**config.mk**
```make
export PLATFORM = sky130hd
export DESIGN_NAME = lsq_top
export DESIGN_NICKNAME = d
export VERILOG_FILES = /design/src/verilog/lsq_pkg.sv /design/src/verilog/wr_format.sv /design/src/verilog/store_queue.sv /design/src/verilog/ldq_check.sv /design/src/verilog/retire_decide.sv /design/src/verilog/lsq_top.sv
export SDC_FILE = /design/constraint.sdc
export NUM_CORES = 1
export LEC_CHECK = 0
export ABC_CLOCK_PERIOD_IN_PS = 16800
export BUFFER_PORTS_ARGS = -buffer_cell sky130_fd_sc_hd__buf_4
export CAP_MARGIN = 15
export CORE_ASPECT_RATIO = 0.6
export CORE_MARGIN = 2
export CORE_UTILIZATION = 45
export CTS_CLUSTER_SIZE = 10
export DETAILED_ROUTE_END_ITERATION = 7
export SKIP_CTS_REPAIR_TIMING = 1
export SLEW_MARGIN = 30
export SYNTH_ARGS = -nofsm -noshare
export SYNTH_HDL_FRONTEND = slang
export SYNTH_HIERARCHICAL = 1
export SYNTH_SLANG_ARGS = --single-unit
```
**constraint.sdc**
```tcl
create_clock -name clk -period 16.8 [get_ports clk]
set_clock_uncertainty 0.05 [all_clocks]
set_input_delay 2.52 -clock clk [delete_from_list [all_inputs] [get_ports clk]]
set_output_delay 2.52 -clock clk [all_outputs]
set_load 0.02 [all_outputs]
```
**src/verilog/lsq_pkg.sv**
```systemverilog
// lsq_pkg: queue widths, slot count, access size codes and the address word views
`default_nettype none

package lsq_pkg;

  localparam int ADDR_W = 16;
  localparam int SLOTS = 4;
  localparam int SLOT_W = 2;
  localparam int DATA_W = 64;
  localparam int WDATA_W = 96;

  // 32 banks of 4 bytes, 128 byte line
  localparam int BANK_W = 5;
  localparam int LINE_W = 9;
  localparam int OFF_W = ADDR_W - LINE_W;
  localparam int TAG_W = ADDR_W - BANK_W - 2;

  // access size, 1 << code bytes
  typedef enum logic [1:0] {
    sz_byte = 2'd0,
    sz_half = 2'd1,
    sz_word = 2'd2,
    sz_dword = 2'd3
  } mem_sz_t;

  // one byte address, split by bank or by cache line
  typedef union packed {
    struct packed {
      logic [TAG_W-1:0] tag;
      logic [BANK_W-1:0] bank;
      logic [1:0] low;
    } bank_view;
    struct packed {
      logic [LINE_W-1:0] line;
      logic [OFF_W-1:0] offset;
    } line_view;
  } lsq_addr_u;

endpackage

`default_nettype wire

```
**src/verilog/wr_format.sv**
```systemverilog
// wr_format: end bank, byte enables and aligned data for one cache write
`default_nettype none

module wr_format import lsq_pkg::*; (
  input wire lsq_addr_u q_addr,
  input wire mem_sz_t q_sz,
  input wire [DATA_W-1:0] q_data,
  output logic [BANK_W-1:0] wr_bank1,
  output logic [3:0] wr_bgn_ben,
  output logic [3:0] wr_end_ben,
  output logic [WDATA_W-1:0] wr_data
);

  logic [1:0] low;
  logic [7:0] sz_mask;
  logic [3:0] sz_bytes;
  logic [3:0] last_off;
  logic [11:0] span_mask;

  assign low = q_addr.bank_view.low;

  always_comb begin
    case (q_sz)
      sz_byte: sz_mask = 8'h01;
      sz_half: sz_mask = 8'h03;
      sz_word: sz_mask = 8'h0f;
      default: sz_mask = 8'hff;
    endcase
  end

  assign sz_bytes = 4'd1 << q_sz;
  // last byte relative to the first bank, at most 10
  assign last_off = {2'b00, low} + sz_bytes - 4'd1;

  // bytes touched across up to three banks
  assign span_mask = {4'b0000, sz_mask} << low;

  assign wr_bank1 = q_addr.bank_view.bank + BANK_W'(last_off[3:2]);
  assign wr_bgn_ben = span_mask[3:0];

  always_comb begin
    case (last_off[3:2])
      2'd0: wr_end_ben = span_mask[3:0];
      2'd1: wr_end_ben = span_mask[7:4];
      default: wr_end_ben = span_mask[11:8];
    endcase
  end

  assign wr_data = {{(WDATA_W - DATA_W){1'b0}}, q_data} << {low, 3'b000};

endmodule

`default_nettype wire

```
**src/verilog/store_queue.sv**
```systemverilog
// store_queue: circular store buffer with commit flags and registered write port stage
`default_nettype none

module store_queue import lsq_pkg::*; #(
  parameter int SQ_DEPTH = 4
) (
  input wire clk,
  input wire rst,
  input wire st_en,
  input wire lsq_addr_u st_addr,
  input wire mem_sz_t st_sz,
  input wire [DATA_W-1:0] st_data,
  input wire sq_commit,
  input wire wr_stall,
  output logic sq_full,
  output logic [SQ_DEPTH-1:0] ent_valid,
  output logic [SQ_DEPTH-1:0][LINE_W-1:0] ent_line,
  output logic wr_en,
  output lsq_addr_u wr_addr,
  output mem_sz_t wr_sz,
  output logic [BANK_W-1:0] wr_bank1,
  output logic [3:0] wr_bgn_ben,
  output logic [3:0] wr_end_ben,
  output logic [WDATA_W-1:0] wr_data
);

  localparam int PTR_W = $clog2(SQ_DEPTH);

  logic [PTR_W-1:0] head;
  logic [PTR_W-1:0] tail;
  logic [SQ_DEPTH-1:0] valid;
  logic [SQ_DEPTH-1:0] comm;
  logic [SQ_DEPTH-1:0] valid_nxt;
  logic [SQ_DEPTH-1:0] comm_nxt;
  logic push;
  logic pop;

  lsq_addr_u ent_addr [SQ_DEPTH];
  mem_sz_t ent_sz [SQ_DEPTH];
  logic [DATA_W-1:0] ent_data [SQ_DEPTH];

  // head stage feeding the write port
  logic [DATA_W-1:0] q_data;

  function automatic logic [PTR_W-1:0] ptr_inc(input logic [PTR_W-1:0] p);
    if (p == PTR_W'(SQ_DEPTH - 1)) begin
      return '0;
    end
    return p + 1'b1;
  endfunction

  assign push = st_en & ~sq_full;
  // only a committed head may go to the cache
  assign pop = valid[head] & comm[head] & ~wr_stall;

  always_comb begin
    valid_nxt = valid;
    comm_nxt = comm;
    // entries already in the queue are the retired group's stores
    if (sq_commit) begin
      comm_nxt = comm | valid;
    end
    if (pop) begin
      valid_nxt[head] = 1'b0;
      comm_nxt[head] = 1'b0;
    end
    if (push) begin
      valid_nxt[tail] = 1'b1;
      comm_nxt[tail] = 1'b0;
    end
  end

  always_ff @(posedge clk) begin
    if (rst) begin
      head <= '0;
      tail <= '0;
      valid <= '0;
      comm <= '0;
      sq_full <= 1'b0;
      wr_en <= 1'b0;
    end else begin
      valid <= valid_nxt;
      comm <= comm_nxt;
      sq_full <= &valid_nxt;
      // stall keeps the head in place and the port idle
      wr_en <= pop;
      if (pop) begin
        head <= ptr_inc(head);
      end
      if (push) begin
        tail <= ptr_inc(tail);
      end
    end
  end

  always_ff @(posedge clk) begin
    if (push) begin
      ent_addr[tail] <= st_addr;
      ent_sz[tail] <= st_sz;
      ent_data[tail] <= st_data;
    end
    if (pop) begin
      wr_addr <= ent_addr[head];
      wr_sz <= ent_sz[head];
      q_data <= ent_data[head];
    end
  end

  always_comb begin
    for (int i = 0; i < SQ_DEPTH; i++) begin
      ent_line[i] = ent_addr[i].line_view.line;
    end
  end

  assign ent_valid = valid;

  wr_format fmt0 (
    .q_addr(wr_addr),
    .q_sz(wr_sz),
    .q_data(q_data),
    .wr_bank1(wr_bank1),
    .wr_bgn_ben(wr_bgn_ben),
    .wr_end_ben(wr_end_ben),
    .wr_data(wr_data)
  );

endmodule

`default_nettype wire

```
**src/verilog/ldq_check.sv**
```systemverilog
// ldq_check: line match of each load against live store entries
`default_nettype none

module ldq_check import lsq_pkg::*; #(
  parameter int SQ_DEPTH = 4
) (
  input wire clk,
  input wire rst,
  input wire ld_en,
  input wire [SLOT_W-1:0] ld_slot,
  input wire lsq_addr_u ld_addr,
  input wire [SQ_DEPTH-1:0] ent_valid,
  input wire [SQ_DEPTH-1:0][LINE_W-1:0] ent_line,
  output logic ld_done,
  output logic [SLOT_W-1:0] ld_slot_q,
  output logic ld_confl
);

  logic [SQ_DEPTH-1:0] line_hit;
  logic any_hit;

  // same line counts as a conflict, no byte overlap check
  always_comb begin
    for (int i = 0; i < SQ_DEPTH; i++) begin
      line_hit[i] = ent_valid[i] && (ent_line[i] == ld_addr.line_view.line);
    end
  end

  assign any_hit = |line_hit;

  always_ff @(posedge clk) begin
    if (rst) begin
      ld_done <= 1'b0;
    end else begin
      ld_done <= ld_en;
    end
  end

  always_ff @(posedge clk) begin
    if (ld_en) begin
      ld_slot_q <= ld_slot;
      ld_confl <= any_hit;
    end
  end

endmodule

`default_nettype wire

```
**src/verilog/retire_decide.sv**
```systemverilog
// retire_decide: open group tracking, retire pulse with per slot result, store commit
`default_nettype none

module retire_decide import lsq_pkg::*; (
  input wire clk,
  input wire rst,
  input wire grp_en,
  input wire [SLOTS-1:0] grp_mask,
  input wire st_en,
  input wire [SLOT_W-1:0] st_slot,
  input wire ld_done,
  input wire [SLOT_W-1:0] ld_slot_q,
  input wire ld_confl,
  output logic grp_ready,
  output logic ret_en,
  output logic [SLOTS-1:0] ret_fine,
  output logic [SLOTS-1:0] ret_ldconfl,
  output logic sq_commit
);

  logic grp_open;
  logic [SLOTS-1:0] mask_q;
  logic [SLOTS-1:0] done_q;
  logic [SLOTS-1:0] confl_q;
  logic grp_done;

  // every slot of the group has finished
  assign grp_done = grp_open && ((done_q & mask_q) == mask_q);

  always_ff @(posedge clk) begin
    if (rst) begin
      grp_open <= 1'b0;
      grp_ready <= 1'b1;
      ret_en <= 1'b0;
      mask_q <= '0;
      done_q <= '0;
      confl_q <= '0;
    end else begin
      ret_en <= grp_done;
      if (grp_en) begin
        grp_open <= 1'b1;
        grp_ready <= 1'b0;
        mask_q <= grp_mask;
        done_q <= '0;
        confl_q <= '0;
      end else begin
        if (grp_done) begin
          grp_open <= 1'b0;
          grp_ready <= 1'b1;
        end
        // a store is done once accepted
        if (st_en) begin
          done_q[st_slot] <= 1'b1;
        end
        if (ld_done) begin
          done_q[ld_slot_q] <= 1'b1;
          confl_q[ld_slot_q] <= ld_confl;
        end
      end
    end
  end

  // masks stay put until the next group start
  assign ret_ldconfl = {SLOTS{ret_en}} & mask_q & confl_q;
  assign ret_fine = {SLOTS{ret_en}} & mask_q & ~confl_q;

  // stores of the retiring group may now drain
  assign sq_commit = ret_en;

endmodule

`default_nettype wire

```
**src/verilog/lsq_top.sv**
```systemverilog
// lsq_top: load/store queue top with store queue, load checker and retire logic
`default_nettype none

module lsq_top import lsq_pkg::*; #(
  parameter int SQ_DEPTH = 4
) (
  input wire clk,
  input wire rst,
  // group start
  input wire grp_en,
  input wire [SLOTS-1:0] grp_mask,
  output logic grp_ready,
  // load port
  input wire ld_en,
  input wire [SLOT_W-1:0] ld_slot,
  input wire lsq_addr_u ld_addr,
  // store port
  input wire st_en,
  input wire [SLOT_W-1:0] st_slot,
  input wire lsq_addr_u st_addr,
  input wire mem_sz_t st_sz,
  input wire [DATA_W-1:0] st_data,
  output logic sq_full,
  // retire
  output logic ret_en,
  output logic [SLOTS-1:0] ret_fine,
  output logic [SLOTS-1:0] ret_ldconfl,
  // data cache write port
  input wire wr_stall,
  output logic wr_en,
  output lsq_addr_u wr_addr,
  output mem_sz_t wr_sz,
  output logic [BANK_W-1:0] wr_bank1,
  output logic [3:0] wr_bgn_ben,
  output logic [3:0] wr_end_ben,
  output logic [WDATA_W-1:0] wr_data
);

  logic [SQ_DEPTH-1:0] ent_valid;
  logic [SQ_DEPTH-1:0][LINE_W-1:0] ent_line;
  logic ld_done;
  logic [SLOT_W-1:0] ld_slot_q;
  logic ld_confl;
  logic sq_commit;

  store_queue #(.SQ_DEPTH(SQ_DEPTH)) sq0 (
    .clk(clk),
    .rst(rst),
    .st_en(st_en),
    .st_addr(st_addr),
    .st_sz(st_sz),
    .st_data(st_data),
    .sq_commit(sq_commit),
    .wr_stall(wr_stall),
    .sq_full(sq_full),
    .ent_valid(ent_valid),
    .ent_line(ent_line),
    .wr_en(wr_en),
    .wr_addr(wr_addr),
    .wr_sz(wr_sz),
    .wr_bank1(wr_bank1),
    .wr_bgn_ben(wr_bgn_ben),
    .wr_end_ben(wr_end_ben),
    .wr_data(wr_data)
  );

  // loads check against stores still in the queue
  ldq_check #(.SQ_DEPTH(SQ_DEPTH)) ldq0 (
    .clk(clk),
    .rst(rst),
    .ld_en(ld_en),
    .ld_slot(ld_slot),
    .ld_addr(ld_addr),
    .ent_valid(ent_valid),
    .ent_line(ent_line),
    .ld_done(ld_done),
    .ld_slot_q(ld_slot_q),
    .ld_confl(ld_confl)
  );

  retire_decide ret0 (
    .clk(clk),
    .rst(rst),
    .grp_en(grp_en),
    .grp_mask(grp_mask),
    .st_en(st_en),
    .st_slot(st_slot),
    .ld_done(ld_done),
    .ld_slot_q(ld_slot_q),
    .ld_confl(ld_confl),
    .grp_ready(grp_ready),
    .ret_en(ret_en),
    .ret_fine(ret_fine),
    .ret_ldconfl(ret_ldconfl),
    .sq_commit(sq_commit)
  );

endmodule

`default_nettype wire

```
==> results.sh <==
export IMPL_status="finished, final reports clean"
export IMPL_fin_crit_sh_pct=40.9
export IMPL_syn_avg_cell_area_um2=18.3
export IMPL_numCtsBuffers=50
export IMPL_synth_compound_area_share_pct=2.58
export IMPL_root_buffer="clkbuf_16"
export IMPL_final_layout_size_suffix_gt1_share_pct=33.4
export IMPL_cts_tree="done"
export IMPL_wl_per_cell_um=24.3
export IMPL_grt_setup_unrepaired="no"
export IMPL_vias=9690
export IMPL_worstMarginPinSlew_ns=0.964
export IMPL_synth_seq_cells=443
export IMPL_cp_start_kind="flip-flop"
export IMPL_clockBufferDepth=3
export IMPL_grt_max_degree=80
export IMPL_port_buffers=235
export IMPL_die_h_um=160
export IMPL_dieWidth_um=264
export IMPL_die_area_mm2=0.0424
export IMPL_slew_violations=0
export IMPL_synth_edf_count=413
export IMPL_num_rows=57
export IMPL_grt_pass1_wl_mm=63.9
export IMPL_drtPass1Iterations=5
export IMPL_max_freq_mhz=145
export IMPL_p_leak_nw=7.75
export IMPL_synth_ff_type="edfxtp_1"
export IMPL_synth_fa_ha_area_share_pct=1.04
export IMPL_area_delta_synth_final_pct=19.1
export IMPL_pwr_share_clk_pct=41.7
export IMPL_critPathMaxStageDelay_ns=0.69
export IMPL_path_buf_inv=4
export IMPL_initial_core_util_pct=45.4
export IMPL_synth_cell_area_mm2=0.0183
export IMPL_period_minus_slack_ns=6.87
export IMPL_drt_iter0_drc=597
export IMPL_htreeDepth=2
export IMPL_crit_slowest_cell="fa_1"
export IMPL_dpl_hpwl_mm=27.8
export IMPL_syn_inst=1002
export IMPL_p_seq_share_pct=53.8
export IMPL_synthMuxAreaShare_pct=16.0
export IMPL_routabilityCongestion=0.806
export IMPL_crit_path_cell_trace="buf_4 -> inv_2 -> ha_1 -> o21bai_1 -> fa_1 -> inv_1 -> ha_1 -> fa_1 -> nand3_1 -> xnor2_1 -> buf_4"
export IMPL_synth_xor_area_share_pct=2.00
export IMPL_min_path_type="reg2reg"
export IMPL_ioPinCount=251
export IMPL_synth_async_reset_ratio_pct=0
export IMPL_grt_overflow=0
export IMPL_synth_top_family_by_area="multiplexers"
export IMPL_grt_usage_pct=20.4
export IMPL_endpoint_kind="primary output"
export IMPL_synthSimpleGateAreaFrac_pct=3.89
export IMPL_internal_power_w=0.00188
export IMPL_clkLatencyLatePin_ns=0.56
export IMPL_p_sw_w=0.000471
export IMPL_fin_tns_setup_ns=0
export IMPL_power_frac_comb_pct=4.5
export IMPL_vias_per_cell=5.46
export IMPL_postRouteAntennaNets=0
export IMPL_grt_pass1_vias=9683
export IMPL_cp_max_fo=41
export IMPL_critPathTopFamily="adder cells"
export IMPL_wl_mm=43.2
export IMPL_fin_nets=1346
export IMPL_drcViolationCount=0
export IMPL_peakVddDrop_v=0.0000763
export IMPL_path_class="reg2out"
export IMPL_cts_num_sinks=443
export IMPL_setup_violations=0
export IMPL_coreArea_mm2=0.0403
export IMPL_arrival_ns=4.30
export IMPL_fillCellCount=3204
export IMPL_slew_headroom_pct=35.8
export IMPL_required_ns=14.23
export IMPL_power_density_mw_per_mm2=108
export IMPL_swShare_pct=20.0
export IMPL_hold_violations=0
export IMPL_seq_area_frac_synth_pct=71.0
export IMPL_synth_distinct_cells=53
export IMPL_ys_warn_count=6
export IMPL_cap_violations=0
export IMPL_fin_util_pct=54.1
export IMPL_clk_pin_slew_ns=0.06
export IMPL_antenna_found_initial=4
-- power by group through the flow --
stage	Sequential (W)	Clock [W]	Combinational, W
global placement	0.00129	0	0.000106
floorplan	0.00129	0	0.0000593
global route	0.00127	0.00106	0.000116
CTS	0.00127	0.00101	0.000108
finish	0.00127	0.000981	0.000106
detailed placement	0.00129	0	0.000108
-- worst register-to-register path, delay by kind of cell, from the launching register on --
kind,cells,cell delay (ns)
buf+inv,3,1.66
flops,1,0.68
compound gates,2,0.61
simple gates,1,0.35
-- metrics by stage --
stage               instances  area (um2)  power (W)  worst slack, ns  hold WS (ns)
CTS                      1773       21700    0.00238             9.86         0.415
global route             1776       21800    0.00244             9.68         0.447
global placement         1697       20300    0.00139            10.57         0.389
floorplan                1009       18300    0.00135             9.52         0.374
finish                   1776       21800    0.00235             9.93         0.410
detailed placement       1697       20300    0.00140            10.50         0.398
-- per-layer routing --
| layer | vias up | part of all wire (%) | track usage (%) |
|---|---|---|---|
| met2 | 287 | 45 | 30.0 |
| met3 | 56 | 6.6 | 5.24 |
| met5 | - | 0.097 | 0 |
| met4 | 6 | 1.8 | 5.09 |
| li1 | 4340 | - | - |
| met1 | 5001 | 46 | 30.5 |
-- sequential cells by signal (all words and copies together), names as in the netlist --
name,flops
sq0/ent_data,256
sq0/ent_addr,64
sq0/q_data,64
sq0/wr_addr,16
sq0/ent_sz,8
ret0/confl_q,4
ret0/done_q,4
ret0/mask_q,4
sq0/comm,4
sq0/ent_valid,4
ldq0/ld_slot_q,2
sq0/head,2
sq0/tail,2
sq0/wr_sz,2
ldq0/ld_confl,1
ldq0/ld_done,1
ret0/grp_open,1
ret0/grp_ready,1
ret0/ret_en,1
sq0/sq_full,1
sq0/wr_en,1
-- placed cells by master (no fill, tap or decap), types with 3 or more instances in the layout --
cell type / n
edfxtp_1: 413
a31oi_1: 4
a22o_1: 8
nor4_1: 8
and2_1: 8
nor2_1: 41
xnor2_1: 7
mux2_2: 8
mux4_2: 82
nand3b_1: 3
nand2b_1: 5
inv_1: 9
and3_1: 13
dfxtp_1: 28
nor3_1: 4
a21oi_2: 3
a2111oi_0: 4
o22ai_1: 3
o21ai_0: 12
conb_1: 8
buf_4: 246
a311oi_1: 3
mux2i_1: 99
nor2_2: 7
nand2_1: 21
nand4_1: 5
clkbuf_16: 53
nand3_1: 6
a41oi_1: 3
a21oi_1: 20
ha_1: 12
xor2_1: 33
clkbuf_1: 22
nor2b_1: 12
inv_4: 3
-- synth_stat cells (4+ instances only) --
master | count | area, um2
and2_1 | 8 | 50.1
mux4_2 | 82 | 1850
a21oi_1 | 20 | 100
buf_2 | 17 | 85.1
inv_1 | 12 | 45.0
nand2_1 | 21 | 78.8
a31oi_1 | 4 | 25.0
a2111oi_0 | 4 | 35.0
xor2_1 | 33 | 289
mux2i_1 | 99 | 991
xnor2_1 | 7 | 61.3
nor2_1 | 43 | 161
mux2_2 | 8 | 90.1
nand4_1 | 5 | 31.3
a22o_1 | 8 | 70.1
edfxtp_1 | 413 | 12400
buf_1 | 6 | 22.5
clkbuf_1 | 9 | 33.8
nor4_1 | 8 | 50.1
nand3_1 | 6 | 30.0
dfxtp_1 | 30 | 601
nor2b_1 | 12 | 75.1
buf_4 | 56 | 420
nor3_1 | 4 | 20.0
and3_1 | 13 | 81.3
o21ai_0 | 12 | 60.1
nand2b_1 | 5 | 31.3
nor2_2 | 6 | 37.5
ha_1 | 12 | 150
-- kinds of logic after synthesis --
logic type | count (synthesis)
XOR/XNOR | 41
adder cells (fa/ha/maj) | 14
other | 1
AND/OR/NAND/NOR | 139
buffers and inverters | 104
multiplexers | 189
flip-flops | 443
AO/OA/AOI/OAI | 71
-- worst paths after layout --
check | startpoint | end | slack [ns] | cells past startpoint
worst max-delay path | sq0/wr_addr[1] | wr_bank1[4] | 9.93 | 11
worst min-delay path | ret0/grp_open | ret0/grp_ready | 0.41 | 2
worst max register to register | sq0/head[0] | sq0/q_data[4] | 12.99 | 6
worst min register to register | ret0/grp_open | ret0/grp_ready | 0.41 | 2
-- cell type report --
| class | instances | area [um2] | share of cell area (%) |
|---|---|---|---|
| multi-input cells | 462 | 4710 | 21.6 |
| clock buffers | 75 | 1410 | 6.46 |
| clock inverters | 1 | 30.0 | 0.138 |
| well taps | 531 | 664 | 3.05 |
| inverters | 14 | 60.1 | 0.275 |
| repair buffers | 249 | 1910 | 8.77 |
| diodes | 1 | 2.50 | 0.0115 |
| flip-flops and latches | 443 | 13000 | 59.7 |
Note: power is estimated with default switching activity, not from simulation.
